$ cat src/logic/readout_pkg.sv
// Shared definitions for the readout core
// Bus address map and register offsets
// Data word fields and source identifiers
// FIFO sizing and arbiter index widths
// Pulse generator state encoding

`default_nettype none

package readout_pkg;

    // Sizes
    localparam int N_SOURCES  = 2;
    localparam int FIFO_DEPTH = 4;                     // Power of two, pointers wrap naturally
    localparam int FIFO_PTR_W = $clog2(FIFO_DEPTH);
    localparam int SRC_IDX_W  = $clog2(N_SOURCES);

    // Vector types
    typedef logic [15:0]           addr_t;
    typedef logic [7:0]            bus_data_t;
    typedef logic [31:0]           word_t;
    typedef logic [15:0]           count_t;
    typedef logic [3:0]            data_id_t;
    typedef logic [FIFO_PTR_W-1:0] fifo_ptr_t;
    typedef logic [FIFO_PTR_W:0]   fifo_lvl_t;         // One extra bit to tell full from empty
    typedef logic [SRC_IDX_W-1:0]  src_idx_t;

    typedef enum logic [1:0] {
        PULSE_IDLE,
        PULSE_DELAY,
        PULSE_HIGH
    } pulse_state_t;

    // Block bases on the register bus
    localparam addr_t CFG_BASEADDR  = 16'h8800;
    localparam addr_t GATE_BASEADDR = 16'h8A00;
    localparam addr_t INJ_BASEADDR  = 16'h8A80;

    // Pulse generator offsets
    localparam addr_t REG_DELAY = 16'd0;
    localparam addr_t REG_WIDTH = 16'd1;
    localparam addr_t REG_START = 16'd2;

    // Configuration block offsets
    localparam addr_t REG_ENABLE  = 16'd0;
    localparam addr_t REG_VERSION = 16'd1;
    localparam addr_t REG_LOST    = 16'd2;
    localparam addr_t REG_CLEAR   = 16'd3;

    // Identifiers in the top nibble of an output word
    localparam data_id_t TRG_DATA_ID = 4'd4;
    localparam data_id_t INJ_DATA_ID = 4'd5;

    localparam bus_data_t VERSION = 8'd4;

endpackage

`default_nettype wire

$ cat src/logic/config_regs.sv
// Configuration registers of the readout core
// Source enables, read-only version byte
// Sticky lost-event flags, event counter clear pulse
// Registered bus read port, busy flag from the FIFO full lines

`timescale 1ns/100ps
`default_nettype none

module config_regs
    import readout_pkg::*;
#(
    parameter addr_t BASEADDR = CFG_BASEADDR
) (
    input  wire                  CLK_40,
    input  wire                  i_arst_n,
    input  wire addr_t           i_bus_addr,
    input  wire bus_data_t       i_bus_wdata,
    input  wire                  i_bus_wr,
    input  wire                  i_bus_rd,
    input  wire [N_SOURCES-1:0]  i_lost,
    input  wire [N_SOURCES-1:0]  i_full,
    output bus_data_t            o_bus_rdata,
    output logic [N_SOURCES-1:0] o_enable,
    output logic                 o_count_clear,
    output logic                 o_busy
);

    logic [N_SOURCES-1:0] lost_q;
    logic                 wr_enable;
    logic                 wr_lost;
    logic                 wr_clear;
    bus_data_t            rd_mux;

    assign wr_enable = i_bus_wr && (i_bus_addr == BASEADDR + REG_ENABLE);
    assign wr_lost   = i_bus_wr && (i_bus_addr == BASEADDR + REG_LOST);
    assign wr_clear  = i_bus_wr && (i_bus_addr == BASEADDR + REG_CLEAR);

    assign o_busy = |i_full;

    always_comb
    begin
        case (i_bus_addr)
            BASEADDR + REG_ENABLE:  rd_mux = bus_data_t'(o_enable);
            BASEADDR + REG_VERSION: rd_mux = VERSION;
            BASEADDR + REG_LOST:    rd_mux = bus_data_t'(lost_q);
            default:                rd_mux = '0;   // Unmapped reads give zero
        endcase
    end

    always_ff @(posedge CLK_40 or negedge i_arst_n)
    begin
        if (!i_arst_n)
        begin
            o_enable      <= '0;
            lost_q        <= '0;
            o_count_clear <= 1'b0;
            o_bus_rdata   <= '0;
        end
        else
        begin
            if (wr_enable)
                o_enable <= i_bus_wdata[N_SOURCES-1:0];

            // A new loss in the clearing cycle stays flagged
            lost_q <= (wr_lost ? '0 : lost_q) | i_lost;

            o_count_clear <= wr_clear;          // One cycle wide

            if (i_bus_rd)
                o_bus_rdata <= rd_mux;          // Holds between reads
        end
    end

endmodule

`default_nettype wire

$ cat config.mk
export PLATFORM = sky130hd
export DESIGN_NAME = config_regs
export DESIGN_NICKNAME = d
export VERILOG_FILES = /design/src/logic/readout_pkg.sv /design/src/logic/config_regs.sv
export SDC_FILE = /design/constraint.sdc
export NUM_CORES = 1
export LEC_CHECK = 0
export BUFFER_PORTS_ARGS = -buffer_cell sky130_fd_sc_hd__buf_2
export CORE_MARGIN = 5
export CORE_UTILIZATION = 35
export CTS_CLUSTER_SIZE = 28
export DETAILED_ROUTE_END_ITERATION = 16
export GPL_TIMING_DRIVEN = 0
export PLACE_DENSITY = 0.85
export SLEW_MARGIN = 0
export SYNTH_ARGS = -nofsm -noshare
export SYNTH_HDL_FRONTEND = slang
export SYNTH_SLANG_ARGS = --single-unit
$ cat constraint.sdc
create_clock -name CLK_40 -period 1.09 [get_ports CLK_40]
set_input_delay 0.327 -clock CLK_40 [delete_from_list [all_inputs] [get_ports CLK_40]]
set_output_delay 0.327 -clock CLK_40 [all_outputs]
set_load 0.01 [all_outputs]
==> summary.md <==
| Metric | Value |
|---|---|
| Outcome | finished with violations |
| DR vias/cell | 4.740 |
| Ant diodes | 0 |
| Global route total overflow | 0 |
| Cell Area, Placed | 694.4 um^2 |
| Detailed Route WL | 1316 um |
| Flop pwr share | 44.8% |
| Clock Pin Slew Worst Setup and Hold Paths | 0.05 ns |
| Post-synthesis cell type count | 17 |
| Leakage | 0.4421 nW |
| RSZ-0062 raised after global routing | true |
| Placed cell count | 93 |
| Fin Clk Skew | 0.002644 ns |
| Sequential area share after synthesis | 40.20% |
| Largest stage delay, worst path | 0.35 ns |
| Detailed Route Iter0 Violations | 3 |
| Remaining DRCs | 0 |
| IO Port Bufs | 32 |
| Hold slack | 0.2570 ns |
| Ports | 44 |
| CP endpoint kind | flop |
| Maximum number of pins on one net before global-route repair | 9 |
| Failing checks | negative setup slack |
| Initial Util | 37.80% |
| DRT antenna net count | 0 |
| Final worst-path cycle share | 134.5% |
| Int Pwr | 0.5087 mW |
| CTS Sinks | 8 |
| DR vias | 493 |
| GRT Total Usage | 14.36% |
| CP top delay family | simple AND/OR/NAND/NOR gates |
| Synth warn | 0 |
| CTS HTree Levels | 1 |
| Post-synthesis area per instance | 11.86 um^2 |
| Final max-slew violation count | 0 |
| #FFs+latches synth | 8 |
| Share of post-route cells with drive strength above 1 | 66.29% |
| CP Max Fanout | 3 |
| PwrDens | 786.0 mW/mm^2 |
| Vias in the first global route | 566 |
| Critical path class | in -> reg |
| Critical Path Source Type | input port |
| WP data arrival | 1.59 ns |
| WP buf/inv | 1 |
| Row count | 13 |
| Pre-CTS WS | -0.6796 ns |
| Skew-Pair Late Insertion Delay | 0.25 ns |
| Sw frac | 23.37% |
| Chip Width | 47.72 um |
| CTS tree | built |
| Layout Nets | 123 |
| Post-Syn Area | 498.0 um^2 |
| Initial antenna violation count | 0 |
| Area growth from synthesis to layout | 69.60% |
| Clock share of power | 33.1% |
| Max frequency | 682.2 MHz |
| Global-route wire length before repair | 2166 um |
| Final WS setup | -0.3759 ns |
| Layout Cells excl Fill | 104 |
| Root Driver | clkbuf_4 |
| Max stage delay cell, worst path | mux2_1 |
| Setup TNS | -1.307 ns |
| Drt pass-1 iters | 2 |
| Finished Cell Area | 844.6 um^2 |
| Max Cap Viol | 0 |
| Worst Path Required | 1.22 ns |
| Fin crit period | 1.466 ns |
| Cells along the critical path | buf_6 > nor4_4 > nand4_2 > nor4b_4 > mux2_1 |
| Detail-routed net length per standard cell | 12.65 um |
| Core area | 0.001318 mm^2 |
| Inserted Clock Buffers | 3 |
| Post-layout util | 64.10% |
| Final Power | 0.6639 mW |
| Die Ht | 47.72 um |
| VDD IR max | 0.4165 mV |
| Logic pwr share | 22.1% |
| Hold crit path type | in -> reg |
| Final estimated routing congestion in global placement | 0.7272 |
| Final setup violation count | 9 |
| Cells after Synth | 42 |
| Longest Clk Path Bufs | 2 |
| Die area | 0.002277 mm^2 |
| Psw | 0.1552 mW |
| Final hold violation count | 0 |
## worst reg2reg max path, stage by stage (launching register included)
cell and delay (ns):
dfrtp_1 0.38, buf_4 0.14, mux2_2 0.25, nand2_1 0.08
o22ai_2 0.06
## state kept, by name, summed over array words and instances (netlist names)
register and cells:
o_bus_rdata 3, lost_q 2, o_enable 2, o_count_clear 1
## layer usage
layer | vias to the layer above | wire, um | global-route usage, %
li1 | 237 | - | -
met1 | 220 | 427 | 13.24
met2 | 30 | 661 | 24.27
met3 | 6 | 182 | 6.391
met4 | 0 | 44 | 11.29
met5 | - | 0 | 0
## cell families after synthesis
kind of cell | synth area share, %
AO/OA/AOI/OAI | 5.526
other | 0.7530
buffers and inverters | 9.047
AND/OR/NAND/NOR | 33.16
flip-flops | 40.20
multiplexers | 11.31
## cells in the final DEF, fill, tap and decap left out, drive strengths merged
master,n
buf,44
dfrtp,8
conb,5
mux2,5
nand2,3
nor4b,3
nor2,3
clkbuf,3
nand4,3
or2,2
a21o,2
inv,2
o22ai,2
nor4,1
nor3,1
nor3b,1
dlygate4sd3,1
## synthesized netlist by cell type (all sizes together)
cell	n	area (um^2)
a21o	2	15.01
nand4	3	25.02
o22ai	2	12.51
nor4	1	21.27
mux2	5	56.30
nor2	3	11.26
nor3b	1	7.510
nor4b	3	71.32
nor3	1	5.000
nand2	3	11.26
dfrtp	8	200.2
conb	1	3.750
inv	2	7.510
or2	2	12.51
buf	5	37.54
## path summary, 6_finish.rpt
path	start	end	slack, ns	cells after the start
max in group asynchronous	i_arst_n	lost_q[0]	0.48	2
min in group asynchronous	i_arst_n	o_bus_rdata[1]	0.44	2
min reg2reg	lost_q[1]	lost_q[1]	0.48	1
min	i_lost[1]	lost_q[1]	0.26	2
max reg2reg	o_enable[1]	o_bus_rdata[1]	0.07	4
max	i_bus_addr[5]	o_enable[0]	-0.38	5
## area by class of cell
type                    instances  area [um^2]
fillers                       112        473.0
inverters                       2        7.507
repair buffers                 40        272.8
plain buffers                   5        37.54
multi-input cells              31        285.3
clock buffers                   3        22.52
well taps                      15        18.77
flip-flops and latches          8        200.2
## power groups by stage
stage / registers [mW] / logic (mW) / clock network, mW
after floorplan: 0.303 / 0.0474 / 0
after global placement: 0.302 / 0.115 / 0
after detailed placement: 0.302 / 0.120 / 0
after CTS: 0.297 / 0.139 / 0.223
after global routing: 0.297 / 0.159 / 0.244
final: 0.297 / 0.147 / 0.220
## timing repair
action / CTS / global route
endpoints found under the setup margin: 8 / 13
hold buffers: 1 / 0
gates cloned: 0 / 0
resized for setup: 6 / 5
pin swaps: 6 / 6
hold endpoints to repair: 8 / 0
setup buffers: 5 / 3
Note: power is estimated with default switching activity, not from simulation.
