File: config.mk
export PLATFORM = sky130hd
export DESIGN_NAME = pulse_gen
export DESIGN_NICKNAME = d
export VERILOG_FILES = /design/src/logic/readout_pkg.sv /design/src/logic/pulse_gen.sv
export SDC_FILE = /design/constraint.sdc
export NUM_CORES = 1
export LEC_CHECK = 0
export BUFFER_PORTS_ARGS = -buffer_cell sky130_fd_sc_hd__buf_2
export CAP_MARGIN = 20
export CORE_MARGIN = 2
export CORE_UTILIZATION = 53
export CTS_BUF_LIST = sky130_fd_sc_hd__clkbuf_4 sky130_fd_sc_hd__clkbuf_8
export CTS_CLUSTER_SIZE = 12
export DETAILED_ROUTE_END_ITERATION = 16
export GPL_TIMING_DRIVEN = 0
export PLACE_DENSITY = 0.78
export SYNTH_ARGS = -nofsm -noshare
export SYNTH_HDL_FRONTEND = slang
export SYNTH_SLANG_ARGS = --single-unit
File: constraint.sdc
create_clock -name CLK_40 -period 2.2 [get_ports CLK_40]
set_clock_uncertainty 0.15 [all_clocks]
set_input_delay 0.33 -clock CLK_40 [delete_from_list [all_inputs] [get_ports CLK_40]]
set_output_delay 0.33 -clock CLK_40 [all_outputs]
set_load 0.05 [all_outputs]
File: src/logic/readout_pkg.sv
// Shared definitions for the readout core
// Bus address map and register offsets
// Data word fields and source identifiers
// FIFO sizing and arbiter index widths
// Pulse generator state encoding

`default_nettype none

package readout_pkg;

    // Sizes
    localparam int N_SOURCES  = 2;
    localparam int FIFO_DEPTH = 4;                     // Power of two, pointers wrap naturally
    localparam int FIFO_PTR_W = $clog2(FIFO_DEPTH);
    localparam int SRC_IDX_W  = $clog2(N_SOURCES);

    // Vector types
    typedef logic [15:0]           addr_t;
    typedef logic [7:0]            bus_data_t;
    typedef logic [31:0]           word_t;
    typedef logic [15:0]           count_t;
    typedef logic [3:0]            data_id_t;
    typedef logic [FIFO_PTR_W-1:0] fifo_ptr_t;
    typedef logic [FIFO_PTR_W:0]   fifo_lvl_t;         // One extra bit to tell full from empty
    typedef logic [SRC_IDX_W-1:0]  src_idx_t;

    typedef enum logic [1:0] {
        PULSE_IDLE,
        PULSE_DELAY,
        PULSE_HIGH
    } pulse_state_t;

    // Block bases on the register bus
    localparam addr_t CFG_BASEADDR  = 16'h8800;
    localparam addr_t GATE_BASEADDR = 16'h8A00;
    localparam addr_t INJ_BASEADDR  = 16'h8A80;

    // Pulse generator offsets
    localparam addr_t REG_DELAY = 16'd0;
    localparam addr_t REG_WIDTH = 16'd1;
    localparam addr_t REG_START = 16'd2;

    // Configuration block offsets
    localparam addr_t REG_ENABLE  = 16'd0;
    localparam addr_t REG_VERSION = 16'd1;
    localparam addr_t REG_LOST    = 16'd2;
    localparam addr_t REG_CLEAR   = 16'd3;

    // Identifiers in the top nibble of an output word
    localparam data_id_t TRG_DATA_ID = 4'd4;
    localparam data_id_t INJ_DATA_ID = 4'd5;

    localparam bus_data_t VERSION = 8'd4;

endpackage

`default_nettype wire

File: src/logic/pulse_gen.sv
// Delayed pulse generator
// Delay and width registers on the register bus
// Start by a bus write or by the rising edge of an external input
// Output registered, high for width cycles after delay+1 cycles

`timescale 1ns/100ps
`default_nettype none

module pulse_gen
    import readout_pkg::*;
#(
    parameter addr_t BASEADDR = GATE_BASEADDR
) (
    input  wire            CLK_40,
    input  wire            i_arst_n,
    input  wire addr_t     i_bus_addr,
    input  wire bus_data_t i_bus_wdata,
    input  wire            i_bus_wr,
    input  wire            i_ext_start,
    output logic           o_pulse
);

    pulse_state_t state;
    bus_data_t    delay_q;
    bus_data_t    width_q;
    bus_data_t    cnt;          // Shared by the delay and the width phase
    logic         ext_q;        // Previous i_ext_start for edge detection
    logic         wr_delay;
    logic         wr_width;
    logic         wr_start;
    logic         start;

    assign wr_delay = i_bus_wr && (i_bus_addr == BASEADDR + REG_DELAY);
    assign wr_width = i_bus_wr && (i_bus_addr == BASEADDR + REG_WIDTH);
    assign wr_start = i_bus_wr && (i_bus_addr == BASEADDR + REG_START);

    // Zero width means nothing to do
    assign start = (wr_start || (i_ext_start && !ext_q)) && (width_q != '0);

    always_ff @(posedge CLK_40 or negedge i_arst_n)
    begin
        if (!i_arst_n)
        begin
            delay_q <= '0;
            width_q <= '0;
            ext_q   <= 1'b0;
        end
        else
        begin
            ext_q <= i_ext_start;
            if (wr_delay)
                delay_q <= i_bus_wdata;
            if (wr_width)
                width_q <= i_bus_wdata;
        end
    end

    always_ff @(posedge CLK_40 or negedge i_arst_n)
    begin
        if (!i_arst_n)
        begin
            state   <= PULSE_IDLE;
            cnt     <= '0;
            o_pulse <= 1'b0;
        end
        else
        begin
            case (state)
                PULSE_IDLE:
                begin
                    if (start)              // Starts only accepted here
                    begin
                        state <= PULSE_DELAY;
                        cnt   <= delay_q;
                    end
                end
                PULSE_DELAY:
                begin
                    if (cnt != '0)
                        cnt <= cnt - 8'd1;
                    else if (width_q == '0) // Width cleared while waiting
                        state <= PULSE_IDLE;
                    else
                    begin
                        state   <= PULSE_HIGH;
                        o_pulse <= 1'b1;
                        cnt     <= width_q - 8'd1;
                    end
                end
                PULSE_HIGH:
                begin
                    if (cnt != '0)
                        cnt <= cnt - 8'd1;
                    else
                    begin
                        state   <= PULSE_IDLE;
                        o_pulse <= 1'b0;
                    end
                end
                default:
                begin
                    state   <= PULSE_IDLE;
                    o_pulse <= 1'b0;
                end
            endcase
        end
    end

endmodule

`default_nettype wire

==> impl_metrics.toml, run 1 <==
[logic_synthesis]
yosysTopAreaCell = "dfrtp_1"
synth-seq-cells = 28
netlist-cell-type-count = 50
synth_top_area_share_pct = 37.9
syn_area_per_cell_um2 = 9.88
syn-num-nets = 222
ys_top_cells_by_area = "dfrtp_1 38%, mux2_2 10%, ha_1 4.7%"
synth_seq_area_share_pct = 37.9
synthTopCellsByCount = "28 x dfrtp_1, 17 x mux2_2, 14 x inv_1"
synth_most_common_cell = "dfrtp_1"
yosys_warnings = 0
synth_cells = 187
postSynth.asyncResetShare_pct = 100
synth_edf_count = 0
synth_area_um2 = 1850
synthFlopType = "dfrtp_1"

[layout]
fin_util_pct = 67.3
final_area_um2 = 2250
antenna_cells = 0
finalNetCount = 265
drive_gt1_share_pct = 36.7
syn2layout_area_growth_pct = 21.5

[sta]
hold_viol = 0
fmax_mhz = 477
slew_headroom_pct = 57.6
period_minus_slack_ns = 2.09
setup-violations-final = 0
setup_slack_ns = 0.105
worst_pin_slew_ns = 0.635
hold_ws_ns = 0.0403
maxSlewViolCount = 0
fin_crit_sh_pct = 95.2

[die]
rows = 21
pin_count = 29
coreArea_um2 = 3340
die_area_um2 = 3980
start_util_pct = 55.4
die_w_um = 63.1
die_h_um = 63.1

[cts]
cts-root-buf = "clkbuf_4"
cts_htree_levels = 1
clk_pin_slew_ns = 0.17
clock_latency_ns = 0.34
cts_tree = "built"
cts_inserted_buffers = 3
cts_buffer_depth = 2
cts.sinks = 28

[worst_setup_path]
path_class = "flop to flop"
cp_slowest_stage_delay_ns = 0.44
arrival_ns = 2.20
worstPathMaxFanout = 5
worstPathCellList = "inv_1 -> ha_1 -> and3_1 -> or4_4 -> and2_4 -> o41ai_2"
cp-start-kind = "flop"
cpMaxStageDelayCell = "or4_4"
cp-end-kind = "flop"
ff2ff_setup_slack_ns = 0.11
critical_path_required_ns = 2.31

[global_routing]
overflow = 0
grt_antenna_before_repair = 0
grt.total_usage_pct = 22.5
grt_pass1_vias = 1567
grt_start_max_net_pins = 29
grt_pass1_wl_um = 7250

[place]
hpwl_um = 3030
pre_cts_slack_ns = -0.301
place.gp.congestion = 0.912
place_area_um2 = 2050
io_buffers = 28

[detailed_routing]
drt-vias-per-instance = 5.77
drt_first_pass_iters = 4
ant_nets = 0
drt-initial-drc-count = 51
drc_errors = 0
finalWirelength_um = 4180
post_drt_wl_per_cell_um = 15.2
via_count = 1588

[job]
drv_cap = 0

[pwr]
power.density_nw_per_um2 = 550
power.total_mw = 1.24
p_leak_nw = 1.03
vdd_drop_max_v = 0.000353

[run_status]
status = "finished clean"

[min_path]
min_path_type = "primary input to flop"
-- worst paths after layout --
check                               start    endpoint  depth (start not counted)
max                            width_q[0]      cnt[7]                          6
min                        i_bus_wdata[6]  delay_q[6]                          3
max reg2reg                    width_q[0]      cnt[7]                          6
min reg2reg                    delay_q[0]  delay_q[0]                          1
max in group asynchronous        i_arst_n  width_q[0]                          2
min in group asynchronous        i_arst_n     o_pulse                          2
-- through the flow --
step	instances	setup TNS, ns
after global routing	275	-0.0453
after global placement	261	-1.43
after CTS	272	0
final	275	0
after detailed placement	261	-1.52
after floorplan	187	0
-- critical path: cells and delay by family, from the launching register on --
| family | cells | cell delay, ns |
|---|---|---|
| AO/OA/AOI/OAI | 1 | 0.31 |
| adder cells (fa/ha/maj) | 1 | 0.24 |
| buffers and inverters | 1 | 0.09 |
| flip-flops | 1 | 0.43 |
| AND/OR/NAND/NOR | 3 | 0.81 |
-- where the power goes --
part / internal [mW] / leakage, nW / switching (mW) / total [mW]
combinational: 0.152 / 0.641 / 0.163 / 0.315
clock: 0.184 / 0.0279 / 0.164 / 0.348
sequential: 0.537 / 0.362 / 0.0365 / 0.573
total: 0.873 / 1.03 / 0.363 / 1.24
-- cell type report --
class                           count  area [um^2]
Tap cell                           46         57.6
Clock buffer                        3         22.5
Multi-Input combinational cell    139         1120
Fill cell                         278         1090
Buffer                              5         26.3
Inverter                           14         52.6
Sequential cell                    28          704
Clock inverter                      1         30.0
Timing Repair Buffer               39          228
-- flip-flops by register name (all words and copies together) (netlist names) --
signal   count
cnt          8
delay_q      8
width_q      8
state        2
ext_q        1
o_pulse      1
-- cells in the final DEF, fill, tap and decap left out, drive strengths merged, types with 2 or more instances in the layout --
master,instances
a21boi,2
a21oi,9
a31oi,4
and2,3
buf,39
clkbuf,6
dfrtp,28
dlygate4sd3,2
ha,7
inv,14
mux2,17
nand2,5
nand3,8
nand4,4
nor2,11
nor2b,2
nor3,11
nor3b,5
nor4,3
nor4b,3
o21ai,12
o31ai,2
o32ai,3
xnor2,4
xor2,3
-- what timing repair did --
action / in CTS / in global routing
cloned: 0 / 0
endpoints found under the hold margin: 29 / 0
hold buffers: 2 / 0
pin swaps: 2 / 0
gates resized for setup: 9 / 12
setup buffers: 6 / 3
endpoints found under the setup margin: 8 / 8
-- logic make-up (layout without fill, tap and decap cells) --
logic type | after synthesis | after routing | synth area share (%)
buffers and inverters | 20 | 62 | 4.13
adders and majority gates | 7 | 7 | 4.74
muxes | 18 | 18 | 10.9
xor gates and xnor gates | 7 | 7 | 3.32
and+or+nand+nor | 63 | 63 | 22.5
AOI/OAI and AO/OA | 44 | 44 | 16.5
DFF | 28 | 28 | 37.9
-- metal layers --
metal	routed length (um)	vias up	track usage (%)
met3	146	4	2.50
met5	0	-	0
met1	2020	769	31.5
met2	1990	35	37.4
met4	27	0	5.83
li1	-	780	-
Power figures use the tool's default switching activity.
==> run 2, diff against run 1 <==
==> constraint.sdc (replaced) <==
create_clock -name CLK_40 -period 2.2 [get_ports CLK_40]
set_clock_uncertainty 0.15 [all_clocks]
set_input_delay 0.11 -clock CLK_40 [delete_from_list [all_inputs] [get_ports CLK_40]]
set_output_delay 0.11 -clock CLK_40 [all_outputs]
set_load 0.05 [all_outputs]
==> run 2 against run 1 <==
  * Global-route usage grew 0.69 points
  * Largest cell class unchanged
  * Largest power group unchanged
  * Worst hold slack lost 0.030 ns
  * Combinational power grew 3%
  * Core utilization grew 2.4 points
  * Via count grew 3.2%
==> impl_metrics.toml, run 2 (synthesis results as in run 1) <==
[die]
die_area_um2 = 3980
rows = 21
die_h_um = 63.1
coreArea_um2 = 3340
pin_count = 29
start_util_pct = 55.4
die_w_um = 63.1

[layout]
final_area_um2 = 2330
fill_cells = 264
syn2layout_area_growth_pct = 25.9
final_common_cell = "buf_2"
fin_util_pct = 69.7
finalNetCount = 273
reg.largest.list = "cnt (8), delay_q (8), width_q (8)"
layout_common_cells = "29 x buf_2, 25 x dfrtp_1, 17 x mux2_2"
drive_gt1_share_pct = 35.4
antenna_cells = 0

[cts]
clk_pin_slew_ns = 0.16
cts-root-buf = "clkbuf_4"
cts_buffer_depth = 2
cts_htree_levels = 1
cts_inserted_buffers = 3
cts.sinks = 28
clock_latency_ns = 0.33
cts_tree = "built"

[worst_setup_path]
cp-endpoint = "cnt[7]"
r2r_start = "width_q[0]"
r2r-end = "cnt[7]"
path_class = "flop to flop"
worstPathMaxFanout = 5
reg2reg_depth = 6
arrival_ns = 2.21
cp-end-kind = "flop"
cp-start-kind = "flop"
critical_path_required_ns = 2.30
crit_start = "width_q[0]"
ff2ff_setup_slack_ns = 0.09

[global_routing]
grt_pass1_wl_um = 7470
grt_antenna_before_repair = 0
grt.total_usage_pct = 23.2
grt_pass1_vias = 1623
overflow = 0
grt_start_max_net_pins = 29

[pwr]
p_leak_nw = 1.06
p_switching_mw = 0.363
power.density_nw_per_um2 = 536
p_sw_share_pct = 29.2
p_comb_share_pct = 26.2
seq_power_share_pct = 46.0
internal_power_mw = 0.882
vdd_drop_max_v = 0.000357
pwr-share-clk_pct = 27.8

[detailed_routing]
drt-initial-drc-count = 61
ant_nets = 0
via_count = 1639
finalWirelength_um = 4360
drt_first_pass_iters = 4
drc_errors = 0
post_drt_wl_per_cell_um = 15.4
drt-vias-per-instance = 5.79

[sta]
setup_slack_ns = 0.0943
fin_crit_sh_pct = 95.7
hold_viol = 0
fin_tns_setup_ns = 0
slew_headroom_pct = 57.2
fmax_mhz = 475
maxSlewViolCount = 0
setup-violations-final = 0
hold_ws_ns = 0.0104
period_minus_slack_ns = 2.11
worst_pin_slew_ns = 0.642

[min_path]
min_path_type = "primary input to flop"
min_from = "i_bus_addr[0]"

[place]
place_area_um2 = 2050
place.gp.congestion = 0.912
io_buffers = 28
hpwl_um = 3030
pre_cts_slack_ns = -0.301

[run_status]
status = "finished clean"

[job]
drv_cap = 0
## run 2: cell types whose count changed in the layout (fill, tap and decap cells not counted), sizes merged
cell	previous run	this run
dlygate4sd3	2	10
## run 2: timing repair
item	CTS	global route
gates cloned	0	0
hold endpoints to repair	45	0
pin swaps	2	0
endpoints found under the setup margin	8	8
buffers inserted	6	3
gates resized for setup	9	12
hold buffers	10	0
## run 2: worst max-delay path, stage by stage (launching register included)
cell and delay (ns):
dfrtp_2 0.43, inv_1 0.09, ha_1 0.24, and3_1 0.20
or4_4 0.44, and2_4 0.17, o41ai_2 0.31
## run 2: worst min-delay path by stage
stage	to	slack, ns	cells past startpoint
3_5_place_dp	ext_q	0.02	1
3_3_place_gp	ext_q	0.02	1
4_1_cts	delay_q[7]	0.009	3
6_report	delay_q[7]	0.01	3
2_1_floorplan	cnt[0]	-0.34	0
5_1_grt	delay_q[7]	0.009	3
## run 2: cell type report
class                      count  area (um^2)  share of cell area [%]
clock buffer                   3         22.5                   0.968
sequential                    28          704                    30.3
buffer                         5         26.3                    1.13
inverter                      14         52.6                    2.26
clock inverter                 1         30.0                    1.29
tap                           46         57.6                    2.47
timing repair buffer          47          308                    13.2
multi-input combinational    139         1120                    48.4
## run 2: power groups by stage
stage	Clock, mW	Sequential, mW	Combinational, mW
after floorplan	0	0.570	0.175
after global placement	0	0.578	0.251
after detailed placement	0	0.578	0.251
after CTS	0.357	0.571	0.291
after global routing	0.373	0.577	0.359
final	0.346	0.573	0.326
## run 2: layer usage
layer / vias to the layer above / routed length, um / global-route usage [%]
met3: 6 / 180 / 2.50
met4: 0 / 51 / 5.83
met5: - / 0 / 0
met1: 782 / 2050 / 32.3
met2: 52 / 2080 / 38.8
li1: 799 / - / -
## run 2: stage by stage
step / total power [mW] / instances
2_1_floorplan: 0.745 / 187
3_3_place_gp: 0.830 / 261
3_5_place_dp: 0.830 / 261
4_1_cts: 1.22 / 280
5_1_grt: 1.31 / 283
6_report: 1.25 / 283
